--- src/design/spi_frame_pkg.sv ---
/*
 * SPI framing definitions shared by the deserializer, serializer and top
 * Bytes travel most significant bit first, one bit per rising clock edge
 * The bit index counts down, so index 7 is the first bit of a byte
 * Byte width is fixed at eight and the index type relies on that
 */

package spi_frame_pkg;

	// ****************************************
	// Byte framing
	// ****************************************

	// Bits per transferred byte
	localparam int byte_bits = 8;

	// One byte of payload, bit 7 goes out first
	typedef logic [byte_bits-1:0] byte_t;

	// Position inside the current byte, wraps from 0 back to 7
	typedef logic [$clog2(byte_bits)-1:0] bit_index_t;

	// MSB first order means the count starts high and ends at zero
	localparam bit_index_t first_bit = bit_index_t'(byte_bits - 1);
	localparam bit_index_t last_bit  = bit_index_t'(0);

endpackage

--- src/design/mailbox_pkg.sv ---
/*
 * Mailbox store definitions
 * Slot count must stay a power of two so that a pointer wraps by overflow
 * There is no separate full or empty tracking, the pointers simply roll over
 */

package mailbox_pkg;

	// ****************************************
	// Store geometry
	// ****************************************

	// Number of byte slots in the store
	localparam int slot_count = 8;

	// Slot pointer, three bits for eight slots
	// Incrementing past the last slot lands back on slot 0
	typedef logic [$clog2(slot_count)-1:0] slot_ptr_t;

endpackage

--- src/design/spi_rx_deserializer.sv ---
/*
 * Receive side of the SPI mailbox
 * din is sampled on every rising edge while csn is low, MSB first
 * The completed byte is offered combinationally during its last bit
 * A byte cut short by csn high is dropped, the bit count restarts at 7
 */

`timescale 1ns/10ps

module spi_rx_deserializer (
	input  logic                      rvx_signal_06,
	input  logic                      csn,
	input  logic                      din,
	output spi_frame_pkg::bit_index_t bit_index,
	output spi_frame_pkg::byte_t      rx_byte,
	output logic                      rx_done
);

	import spi_frame_pkg::*;

	// Seven earlier bits of the current byte
	// The eighth bit is still on din when the byte completes
	logic [byte_bits-2:0] rx_shift;

	// ****************************************
	// Bit counter
	// ****************************************

	// Counts down once per edge and wraps from 0 to 7 by overflow
	// csn high puts the framing back at the first bit
	always_ff @(posedge rvx_signal_06 or posedge csn)
	begin
		if (csn)
		begin
			bit_index <= first_bit;
		end
		else
		begin
			bit_index <= bit_index - 1'b1;
		end
	end

	// ****************************************
	// Shift register
	// ****************************************

	// Payload only, no reset
	// Stale bits from an aborted byte get pushed out by the next byte
	always_ff @(posedge rvx_signal_06)
	begin
		rx_shift <= {rx_shift[byte_bits-3:0], din};
	end

	// Full byte including the bit being sampled right now
	// Lets the store write on the same edge as the final bit
	assign rx_byte = {rx_shift, din};

	// High for the whole of the last bit of a byte
	assign rx_done = (bit_index == last_bit);

endmodule

--- src/design/spi_tx_serializer.sv ---
/*
 * Transmit side of the SPI mailbox
 * A new byte is loaded on the first edge of every byte, MSB first on dout
 * dout changes right after the rising edge, the host samples it falling
 * dout is a plain output, any tristate enable belongs in the pad
 */

`timescale 1ns/10ps

module spi_tx_serializer (
	input  logic                      rvx_signal_06,
	input  logic                      csn,
	input  spi_frame_pkg::bit_index_t bit_index,
	input  spi_frame_pkg::byte_t      tx_byte,
	output logic                      tx_take,
	output logic                      dout
);

	import spi_frame_pkg::*;

	// Outgoing byte, top bit drives dout
	byte_t tx_shift;

	// ****************************************
	// Byte start
	// ****************************************

	// Byte start is seen from the shared bit index
	// Also tells the store to step its read pointer
	assign tx_take = (bit_index == first_bit);

	// ****************************************
	// Shift register
	// ****************************************

	// Reset so that dout idles low outside a transaction
	always_ff @(posedge rvx_signal_06 or posedge csn)
	begin
		if (csn)
		begin
			tx_shift <= '0;
		end
		else if (tx_take)
		begin
			// Slot under the read pointer, bit 7 shows after this edge
			tx_shift <= tx_byte;
		end
		else
		begin
			// Next lower bit, zeros fill from the bottom
			tx_shift <= {tx_shift[byte_bits-2:0], 1'b0};
		end
	end

	assign dout = tx_shift[byte_bits-1];

endmodule

--- src/design/mailbox_store.sv ---
/*
 * Eight-slot byte store between the SPI receive and transmit paths
 * Slot contents have no reset and survive across transactions
 * csn high resets only the two pointers, so each transaction starts at slot 0
 * Write and read pointers move independently and wrap at eight
 */

`timescale 1ns/10ps

module mailbox_store (
	input  logic                 rvx_signal_06,
	input  logic                 csn,
	input  spi_frame_pkg::byte_t rx_byte,
	input  logic                 rx_done,
	input  logic                 tx_take,
	output spi_frame_pkg::byte_t tx_byte
);

	import spi_frame_pkg::*;
	import mailbox_pkg::*;

	// Byte slots, payload only
	byte_t slots [slot_count];

	// Next slot to be written by the receive side
	slot_ptr_t wr_ptr;

	// Next slot to be loaded by the transmit side
	slot_ptr_t rd_ptr;

	// ****************************************
	// Write path
	// ****************************************

	// Completed byte lands on the edge of its last bit
	always_ff @(posedge rvx_signal_06)
	begin
		if (rx_done)
		begin
			slots[wr_ptr] <= rx_byte;
		end
	end

	// Write pointer steps after every full byte
	always_ff @(posedge rvx_signal_06 or posedge csn)
	begin
		if (csn)
		begin
			wr_ptr <= '0;
		end
		else if (rx_done)
		begin
			wr_ptr <= wr_ptr + 1'b1;
		end
	end

	// ****************************************
	// Read path
	// ****************************************

	// Read pointer steps as the serializer takes a byte
	// It runs one byte ahead of the write pointer within a transaction
	always_ff @(posedge rvx_signal_06 or posedge csn)
	begin
		if (csn)
		begin
			rd_ptr <= '0;
		end
		else if (tx_take)
		begin
			rd_ptr <= rd_ptr + 1'b1;
		end
	end

	// Slot under the read pointer
	// After eight bytes this returns what the same transaction wrote
	assign tx_byte = slots[rd_ptr];

endmodule

--- src/design/spi_mailbox_top.sv ---
/*
 * SPI mailbox top level
 * Clock is assumed already adjusted for SPI mode 0, no CPOL or CPHA select
 * A written byte comes back out eight bytes later, counted from slot 0
 * No mode register and no interrupt, the host owns the clock
 */

`timescale 1ns/10ps

module spi_mailbox_top (
	input  logic rvx_signal_06,
	input  logic csn,
	input  logic din,
	output logic dout
);

	import spi_frame_pkg::*;

	// Shared framing position, also marks the transmit byte start
	bit_index_t bit_index;

	// Receive side into the store
	byte_t rx_byte;
	logic  rx_done;

	// Store out to the transmit side
	byte_t tx_byte;
	logic  tx_take;

	// ****************************************
	// Receive path
	// ****************************************

	spi_rx_deserializer u_rx (
		.rvx_signal_06 (rvx_signal_06),
		.csn           (csn),
		.din           (din),
		.bit_index     (bit_index),
		.rx_byte       (rx_byte),
		.rx_done       (rx_done)
	);

	// ****************************************
	// Transmit path
	// ****************************************

	spi_tx_serializer u_tx (
		.rvx_signal_06 (rvx_signal_06),
		.csn           (csn),
		.bit_index     (bit_index),
		.tx_byte       (tx_byte),
		.tx_take       (tx_take),
		.dout          (dout)
	);

	// ****************************************
	// Byte store
	// ****************************************

	mailbox_store u_store (
		.rvx_signal_06 (rvx_signal_06),
		.csn           (csn),
		.rx_byte       (rx_byte),
		.rx_done       (rx_done),
		.tx_take       (tx_take),
		.tx_byte       (tx_byte)
	);

endmodule

--- config.mk ---
export PLATFORM = sky130hd
export DESIGN_NAME = spi_mailbox_top
export DESIGN_NICKNAME = d
export VERILOG_FILES = /design/src/design/spi_frame_pkg.sv /design/src/design/mailbox_pkg.sv /design/src/design/spi_rx_deserializer.sv /design/src/design/spi_tx_serializer.sv /design/src/design/mailbox_store.sv /design/src/design/spi_mailbox_top.sv
export SDC_FILE = /design/constraint.sdc
export NUM_CORES = 1
export LEC_CHECK = 0
export BUFFER_PORTS_ARGS = -buffer_cell sky130_fd_sc_hd__buf_2
export CAP_MARGIN = 30
export CORE_MARGIN = 5
export CORE_UTILIZATION = 65
export CTS_CLUSTER_DIAMETER = 30
export CTS_CLUSTER_SIZE = 40
export DETAILED_ROUTE_END_ITERATION = 8
export GPL_TIMING_DRIVEN = 0
export MAX_ROUTING_LAYER = met4
export PLACE_DENSITY = 0.88
export SYNTH_ARGS = -nofsm -noshare
export SYNTH_HDL_FRONTEND = slang
export SYNTH_SLANG_ARGS = --single-unit
--- constraint.sdc ---
create_clock -name rvx_signal_06 -period 3.4 [get_ports rvx_signal_06]
set_clock_uncertainty 0.1 [all_clocks]
set_input_delay 0.17 -clock rvx_signal_06 [delete_from_list [all_inputs] [get_ports rvx_signal_06]]
set_output_delay 0.17 -clock rvx_signal_06 [all_outputs]
set_load 0.02 [all_outputs]
==> results of run 1 <==
-- logic make-up (layout without fill, tap and decap cells) --
group / count (synthesis) / after routing / synth area share, %
flip-flops: 88 / 88 / 74.4
multiplexers: 33 / 33 / 11.2
AND/OR/NAND/NOR: 30 / 30 / 4.11
AO/OA/AOI/OAI: 21 / 21 / 4.71
buffers and inverters: 11 / 34 / 2.43
adder cells (fa/ha/maj): 5 / 5 / 1.87
XOR/XNOR: 5 / 5 / 1.31
-- what timing repair did --
| item | in CTS | in global routing |
|---|---|---|
| hold buffers | 2 | 0 |
| endpoints found under the hold margin | 15 | 0 |
| setup buffers | 0 | 0 |
-- area by class of cell --
cell class	count	area, µm²
plain buffers	7	66.3
clock buffers	9	124
clock inverters	7	120
fillers	296	1300
inverters	4	15.0
multi-input cells	94	790
flip-flops and latches	88	2490
well taps	70	87.6
repair buffers	7	50.0
-- sequential cells by signal (all words and copies together) (netlist names) --
name and count:
u_store.slots 64, u_tx.tx_shift 8, u_store.wr_ptr 3, u_store.rd_ptr 3, u_rx.rx_shift 7, u_rx.bit_index 3
-- how the worst max path moves through the flow --
stage	start	end	cells after the start
3_5_place_dp	u_rx.bit_index[2]	u_store.slots[4][7]	3
6_report	u_rx.bit_index[2]	u_store.slots[5][6]	3
5_1_grt	u_rx.bit_index[2]	u_store.slots[5][6]	3
2_1_floorplan	u_rx.bit_index[0]	u_store.slots[0][0]	4
4_1_cts	u_rx.bit_index[2]	u_store.slots[5][6]	3
3_3_place_gp	u_rx.bit_index[0]	u_store.slots[0][5]	4
-- power by group --
group	switching [mW]	internal (mW)	total [mW]
registers	0.0109	1.16	1.17
clock network	0.362	0.487	0.849
logic	0.0113	0.00977	0.0211
total	0.384	1.66	2.04
-- metal layers --
layer / global-route usage (%) / wire [µm] / up-vias
li1: - / - / 765
met1: 25.7 / 2420 / 878
met2: 34.2 / 3120 / 60
met3: 7.46 / 368 / 14
met4: 8.80 / 114 / 0
met5: - / 0 / -
-- cells in the final DEF, fill, tap and decap left out, drive strengths merged, types with 3 or more instances in the layout --
master,n
mux2i,15
buf,11
clkbuf,10
mux2,16
clkinvlp,4
a22o,7
dfxtp,7
bufinv,3
nor2,9
o31ai,7
nand2,12
dfstp,3
xnor2,3
o22ai,7
ha,5
inv,4
dfrtp,14
edfxtp,64
-- through the flow --
step	hold slack, ns	worst slack (ns)
4_1_cts	0.355	1.19
6_report	0.354	1.22
3_5_place_dp	0.208	1.24
2_1_floorplan	-0.00612	1.37
3_3_place_gp	0.169	0.791
5_1_grt	0.381	1.08
-- critical path, delay by kind of cell (launching register included) --
kind                   cells  cell delay [ns]
and+or+nand+nor            2             1.17
buffers and inverters      1             0.18
DFF                        1             0.36
==> impl_metrics.json, run 1 <==
{
  "path_cells": "buf_2, or3b_2, nor2_1",
  "hold_viol": 0,
  "leakage_nw": 1.26,
  "slowest_delay_ns": 0.69,
  "syn_inst": 193,
  "drive_gt1_share_pct": 23.6,
  "tightest_slew_ns": 0.887,
  "grt_pass1_vias": 1796,
  "critical_path_required_ns": 3.29,
  "tns_ns": 0,
  "fin_cells": 286,
  "maxCapViolations": 0,
  "rr_startpoint": "u_rx.bit_index[2]",
  "synth_edf_count": 64,
  "report.final.setup_viol": 0,
  "ant_nets": 0,
  "r2r_end": "u_store.slots[5][6]",
  "grt_max_degree": 18,
  "ys_top_cells_by_count": "edfxtp_1 (64), mux2_2 (16), mux2i_1 (15), dfrtp_1 (14), nand2_1 (12)",
  "relSlewSlack_pct": 40.7,
  "rsz0062_at_grt": "no",
  "die_y_um": 81.8,
  "core_um2": 5040,
  "synth_ff_type": "edfxtp_1",
  "grt.total_usage_pct": 21.7,
  "yosysSeqAreaShare_pct": 74.4,
  "dp.cells": 268,
  "finalWeightedCongestion": 0.830,
  "reg2reg_depth": 3,
  "wl_per_cell_um": 21.0,
  "ir_drop_mv": 0.545,
  "min_period_ns": 2.18,
  "synth_area_leaders": "edfxtp_1 (57%), dfrtp_1 (10%), mux2_2 (5.4%), mux2i_1 (4.5%), dfxtp_1 (4.2%)",
  "ys_ff_latch": 88,
  "routed_wl_mm": 6.02,
  "rows": 26,
  "syn_nets": 201,
  "num_vias": 1717,
  "cp_data_arrival_time_ns": 2.07,
  "cts_tree": "yes",
  "async_flop_share_pct": 19.3,
  "syn_area_per_cell_um2": 17.4,
  "dr.pass1.iters": 4,
  "hold_path_startpoint": "u_rx.rx_shift[5]",
  "hold_depth": 0,
  "num_io_pins": 4,
  "floorplan.initialDensity_pct": 66.4,
  "yosysMostFrequentCell": "edfxtp_1",
  "syn_area_um2": 3350,
  "critPathSlowestCell": "nor2_1",
  "clock_path_buffers": 2,
  "hpwl_mm": 3.94,
  "drtIter0Drc": 148,
  "crit_type": "reg2reg",
  "grt-ovfl-total": 0,
  "via_per_inst": 6.00,
  "diodes": 0,
  "yosysUniqueCellTypes": 26,
  "port_buffers": 3,
  "antenna_found_initial": 0,
  "placed_area_um2": 3480,
  "yosysTopAreaCell": "edfxtp_1",
  "die_x_um": 81.8,
  "drc_errors": 0,
  "utilization_pct": 74.2,
  "synth_top_area_share_pct": 57.4,
  "nNetsFinal": 219,
  "cts.sinks": 88,
  "hold_path_end": "u_rx.rx_shift[6]",
  "area_growth_pct": 11.8,
  "max_freq_mhz": 458,
  "startpoint_type": "flip-flop",
  "hold_path.class": "reg2reg",
  "root_buffer": "clkbuf_8",
  "clock_latency_ns": 0.35,
  "p_total_mw": 2.04,
  "h-tree-depth": 3,
  "reg2reg_slack_ns": 1.22,
  "cp-end-kind": "flip-flop",
  "crit_path_max_fanout": 9,
  "cts_resized": 0,
  "die_area_um2": 6690,
  "outcome": "finished, final reports clean",
  "clkTransAtPathRegs_ns": 0.08,
  "power_density_nw_per_um2": 545,
  "period_share_pct": 64.2,
  "slew_violations": 0,
  "stdcell_area_um2": 3740,
  "cts_inserted_buffers": 9,
  "yosys_warnings": 0,
  "grt_pass1_wl_mm": 9.63
}
(Power assumes the default switching activity.)
==> inputs of run 2 (changes only) <==
- CORE_UTILIZATION: 65 -> 55
- PLACE_DENSITY: 0.88 -> 0.8
- clock period: 3.4 -> 1.96 ns (I/O delays scaled with it)
==> impl_metrics.json, run 2 (synthesized netlist as in run 1, its figures left out) <==
{
  "grt_max_degree": 18,
  "clock_latency_ns": 0.35,
  "finalWeightedCongestion": 0.751,
  "reg2reg_depth": 3,
  "rr_startpoint": "u_rx.bit_index[2]",
  "ant_nets": 0,
  "final_cell_mix": "edfxtp_1 (64), mux2_2 (16), mux2i_1 (15), dfrtp_1 (14), nand2_1 (12)",
  "cp-end-kind": "flip-flop",
  "num_vias": 1617,
  "ir_drop_mv": 0.474,
  "floorplan.initialDensity_pct": 56.6,
  "grt-ovfl-total": 0,
  "report.final.setup_viol": 16,
  "wl_met1_mm": 2.56,
  "grt.total_usage_pct": 17.4,
  "die_x_um": 88.0,
  "max_freq_mhz": 475,
  "nNetsFinal": 218,
  "die_area_um2": 7750,
  "routed_wl_mm": 5.46,
  "cp_data_arrival_time_ns": 1.98,
  "fin_ws_ns": -0.146,
  "routed-wl-met3_um": 144,
  "area_growth_pct": 10.8,
  "drtIter0Drc": 116,
  "die_y_um": 88.0,
  "port_buffers": 3,
  "reg2reg_slack_ns": -0.15,
  "maxCapViolations": 0,
  "cts.sinks": 88,
  "hold_viol": 0,
  "hpwl_mm": 3.66,
  "crit_path_max_fanout": 9,
  "reg_top3": "u_store.slots (64), u_tx.tx_shift (8), u_rx.rx_shift (7)",
  "startpoint_type": "flip-flop",
  "top_layer_used": "met4",
  "rsz0062_at_grt": "yes",
  "power.internal_mw": 2.63,
  "clkTransAtPathRegs_ns": 0.09,
  "switchingPower_mw": 0.665,
  "post_cts_buffers": 0,
  "grt_pass1_wl_mm": 9.25,
  "r2r_end": "u_store.slots[4][2]",
  "rows": 28,
  "relSlewSlack_pct": 46.5,
  "period_share_pct": 107,
  "failed_checks": "setup timing",
  "outcome": "finished with violations",
  "pwr-share-seq_pct": 61.8,
  "clockPowerShare_pct": 37.2,
  "stdcell_area_um2": 3710,
  "root_buffer": "clkbuf_8",
  "hold_path.class": "in2async",
  "route.met2.wl_mm": 2.64,
  "cts_tree": "yes",
  "regMostFlops": "u_store.slots",
  "slew_violations": 0,
  "comb_power_share_pct": 1.1,
  "cts_inserted_buffers": 9,
  "crit_type": "reg2reg",
  "fin_hold_ws_ns": 0.276,
  "drc_errors": 0,
  "tightest_slew_ns": 0.799,
  "sw_frac_of_total_pct": 20.2,
  "core_um2": 5920,
  "largest_reg_flops": 64,
  "via_per_inst": 5.58,
  "diodes": 0,
  "critical_path_required_ns": 1.84,
  "h-tree-depth": 3,
  "final_common_cell": "edfxtp_1",
  "power_density_nw_per_um2": 887,
  "leakage_nw": 1.25,
  "grt_pass1_vias": 1715,
  "antenna_found_initial": 0,
  "dr.pass1.iters": 4,
  "min_period_ns": 2.11,
  "placed_area_um2": 3470,
  "clock_path_buffers": 2,
  "wl_per_cell_um": 18.8,
  "drive_gt1_share_pct": 24.2,
  "num_io_pins": 4
}
==> run 2: cell count changes in the layout (fill, tap and decap cells not counted), sizes merged <==
cell      delta
clkbuf       +2
clkinv       +1
clkinvlp     -1
inv          +1
bufinv       -2
buf          -2
==> run 2: cell type report <==
class                           count  area, µm²
Buffer                              7       66.3
Clock buffer                       10        128
Clock inverter                      6       70.1
Fill cell                         411       2210
Inverter                            4       15.0
Multi-Input combinational cell     94        806
Sequential cell                    88       2490
Tap cell                           75       93.8
Timing Repair Buffer                6       42.5
==> run 2: what timing repair did <==
| item | 4_1_cts | 5_1_grt |
|---|---|---|
| hold buffers | 2 | 0 |
| cloned | 0 | 0 |
| endpoints found under the hold margin | 23 | 0 |
| endpoints found under the setup margin | 40 | 37 |
| gates resized for setup | 2 | 2 |
==> run 2: metrics by stage <==
step           std cells  setup slack, ns  power (mW)  utilization [%]  TNS, ns
6_report             290           -0.146        3.29             62.7    -2.21
5_1_grt              290           -0.196        3.41             62.7    -3.68
4_1_cts              289           -0.144        3.31             62.5    -3.25
3_5_place_dp         271           -0.193        2.11             58.6    -4.77
3_3_place_gp         271           -0.127        2.10             58.6    -2.83
2_1_floorplan        193            0.160        2.09                -        0
==> run 2: layer usage <==
metal / vias to the layer above / GRT usage, %
met5: - / -
met4: 0 / 9.75
met3: 11 / 3.67
met2: 28 / 25.3
met1: 814 / 22.8
li1: 764 / -
==> run 2: worst max-delay path by stage <==
stage / from / end / slack [ns] / cells after the start
finish: u_rx.bit_index[2] / u_store.slots[4][2] / -0.15 / 3
CTS: u_rx.bit_index[2] / u_store.slots[5][2] / -0.14 / 3
global route: u_rx.bit_index[2] / u_store.slots[5][2] / -0.20 / 3
detailed placement: u_rx.bit_index[0] / u_store.slots[1][5] / -0.19 / 4
floorplan: u_rx.bit_index[2] / u_store.slots[5][0] / 0.16 / 3
global placement: u_rx.bit_index[2] / u_store.slots[4][7] / -0.13 / 3
==> run 2: worst max-delay path, cell delays in order (launching register included) <==
cell and delay, ns:
dfstp_2 0.36, buf_2 0.18, or3b_2 0.47, nor2_1 0.62
==> run 2: power groups by stage <==
| stage | Clock, mW | Combinational (mW) | Sequential (mW) |
|---|---|---|---|
| final | 1.22 | 0.0353 | 2.03 |
| after global routing | 1.34 | 0.0408 | 2.04 |
| after CTS | 1.25 | 0.0359 | 2.03 |
| after detailed placement | 0 | 0.0326 | 2.08 |
| after global placement | 0 | 0.0313 | 2.07 |
| after floorplan | 0 | 0.0220 | 2.07 |
==> inputs of run 3 (changes only) <==
- PLACE_DENSITY: 0.8 -> 0.74
- SYNTH_HIERARCHICAL: unset -> 1
==> impl_metrics.json, run 3 <==
{
  "outcome": "finished with violations",
  "failed_checks": "setup timing",
  "worst-path-buf-inv": 4,
  "cp-end-kind": "flip-flop",
  "ir_drop_mv": 0.633,
  "die_y_um": 88.2,
  "synth_area_leaders": "edfxtp_1 (57%), mux4_1 (12%), dfrtp_1 (10%), mux2_2 (5.7%), dfxtp_1 (4.2%)",
  "hold_path.class": "in2async",
  "regArea_um2": 2490,
  "critPathTopFamily": "multiplexers",
  "slowest_delay_ns": 0.52,
  "crit_path_max_fanout": 5,
  "routed_wl_mm": 6.11,
  "synth_edf_count": 64,
  "r2r_end": "u_tx/tx_shift[0]",
  "yosysTopAreaCell": "edfxtp_1",
  "cp-endpoint": "u_tx/tx_shift[0]",
  "synth_top_area_share_pct": 57.1,
  "final_common_cell": "edfxtp_1",
  "power_density_nw_per_um2": 890,
  "yosys_warnings": 6,
  "fin_cells": 268,
  "max_freq_mhz": 501,
  "diodes": 0,
  "grt.total_usage_pct": 17.7,
  "final_cell_mix": "edfxtp_1 (64), mux4_2 (14), dfrtp_1 (13), mux2_2 (12), inv_1 (10)",
  "yosysMostFrequentCell": "edfxtp_1",
  "tightest_slew_ns": 0.705,
  "rows": 28,
  "ys_ff_latch": 88,
  "leakage_nw": 1.45,
  "floorplan.initialDensity_pct": 56.8,
  "largest_reg_flops": 64,
  "grt-ovfl-total": 0,
  "report.final.setup_viol": 6,
  "h-tree-depth": 3,
  "antenna_found_initial": 0,
  "async_flop_share_pct": 19.3,
  "reg_top3": "u_store/slots (64), u_tx/tx_shift (8), u_rx/rx_shift (7)",
  "hpwl_mm": 3.43,
  "multiInputGateArea_um2": 826,
  "slew_violations": 0,
  "utilization_pct": 66.7,
  "drive_gt1_share_pct": 41.5,
  "syn_area_per_cell_um2": 20.8,
  "synth_ff_type": "edfxtp_1",
  "n_fill_cell": 371,
  "rsz0062_at_grt": "yes",
  "grt_pass1_wl_mm": 9.14,
  "regMostFlops": "u_store/slots",
  "drc_errors": 0,
  "die_area_um2": 7780,
  "yosysUniqueCellTypes": 20,
  "root_buffer": "clkbuf_8",
  "clock_latency_ns": 0.34,
  "reg2reg_slack_ns": -0.04,
  "drtIter0Drc": 160,
  "dp.cells": 240,
  "num_vias": 1490,
  "rr_startpoint": "u_store/rd_ptr[0]",
  "clock_path_buffers": 2,
  "maxCapViolations": 0,
  "wl_per_cell_um": 22.8,
  "ant_nets": 0,
  "cp_data_arrival_time_ns": 2.13,
  "cts_tree": "yes",
  "ys_top_cells_by_count": "edfxtp_1 (64), mux2_2 (17), mux4_1 (16), dfrtp_1 (14), inv_1 (10)",
  "syn_area_um2": 3360,
  "critPathSlowestCell": "mux4_1",
  "min_period_ns": 2.00,
  "clkTransAtPathRegs_ns": 0.08,
  "syn_nets": 169,
  "port_buffers": 3,
  "num_io_pins": 4,
  "area_growth_pct": 17.3,
  "fin_ws_ns": -0.0369,
  "dr.pass1.iters": 4,
  "yosysSeqAreaShare_pct": 74.0,
  "reg2reg_depth": 7,
  "cp_num_cells": 7,
  "crit_start": "u_store/rd_ptr[0]",
  "cts_inserted_buffers": 9,
  "startpoint_type": "flip-flop",
  "crit_type": "reg2reg",
  "die_x_um": 88.2,
  "via_per_inst": 5.56,
  "finalWeightedCongestion": 0.736,
  "cts.sinks": 88,
  "path_cells": "buf_6, buf_16, buf_4, mux4_1, mux2_2, inv_1, nor2_1",
  "grt_max_degree": 15,
  "syn_inst": 162,
  "relSlewSlack_pct": 53.0,
  "period_share_pct": 102,
  "nNetsFinal": 195,
  "critical_path_required_ns": 2.09,
  "hold_viol": 0,
  "grt_pass1_vias": 1590,
  "tns_ns": -0.0878,
  "core_um2": 5920
}
run 3: cells by family (layout without fill, tap and decap cells):
| logic type | after synthesis | count (layout) | share of synthesized area, % |
|---|---|---|---|
| adders and majority gates | 4 | 4 | 1.49 |
| and+or+nand+nor | 17 | 17 | 2.60 |
| xor gates and xnor gates | 4 | 4 | 1.04 |
| buffers and inverters | 16 | 47 | 2.64 |
| DFF | 88 | 88 | 74.0 |
| muxes | 33 | 33 | 18.2 |
run 3: worst min path at each step:
stage / start / to / slack [ns] / cells after the start
detailed placement: csn / u_store/rd_ptr[2] / -0.05 / 2
global route: csn / u_store/rd_ptr[1] / 0.14 / 3
finish: csn / u_store/rd_ptr[1] / 0.13 / 3
global placement: csn / u_store/rd_ptr[0] / -0.07 / 2
floorplan: csn / u_store/rd_ptr[0] / -0.21 / 1
CTS: csn / u_store/rd_ptr[0] / 0.12 / 3
run 3: layout make-up:
class | count | area share, %
sequential | 88 | 63.1
multi-input combinational | 58 | 20.9
timing repair buffer | 16 | 5.39
clock buffer | 10 | 3.23
clock inverter | 6 | 2.73
tap | 75 | 2.38
buffer | 5 | 1.27
inverter | 10 | 0.951
run 3: routing by layer:
| layer | track usage, % | vias to the layer above | wire length (µm) |
|---|---|---|---|
| met5 | - | - | 0 |
| met4 | 7.42 | 0 | 57 |
| met3 | 4.19 | 5 | 321 |
| li1 | - | 669 | - |
| met2 | 28.0 | 43 | 3160 |
| met1 | 22.1 | 773 | 2570 |
run 3: power by group:
part	switching (mW)	total, mW	internal, mW
combinational	0.0215	0.0503	0.0288
sequential	0.0175	2.03	2.01
clock	0.588	1.43	0.842
total	0.627	3.51	2.88
run 3: repair_timing:
item                       in CTS  in global routing
cloned                          1                  0
setup endpoints to repair      72                 65
pin swaps                       1                  6
resized for setup              28                 11
hold endpoints to repair       26                  0
hold buffers                    2                  0
buffers inserted                6                  4
run 3: stage by stage:
| step | setup WS [ns] | area (µm²) | power, mW | hold slack [ns] |
|---|---|---|---|---|
| finish | -0.0369 | 3950 | 3.51 | 0.131 |
| global route | -0.0909 | 3950 | 3.64 | 0.144 |
| CTS | -0.151 | 3830 | 3.54 | 0.123 |
| detailed placement | -0.291 | 3480 | 2.12 | -0.0471 |
| global placement | -0.247 | 3480 | 2.11 | -0.0679 |
| floorplan | 0.0927 | 3370 | 2.10 | -0.211 |
run 3: worst reg2reg max path, stage by stage, from the launching register on:
cell and delay, ns:
dfrtp_1 0.41, buf_6 0.17, buf_16 0.13, buf_4 0.11
mux4_1 0.52, mux2_2 0.29, inv_1 0.09, nor2_1 0.06
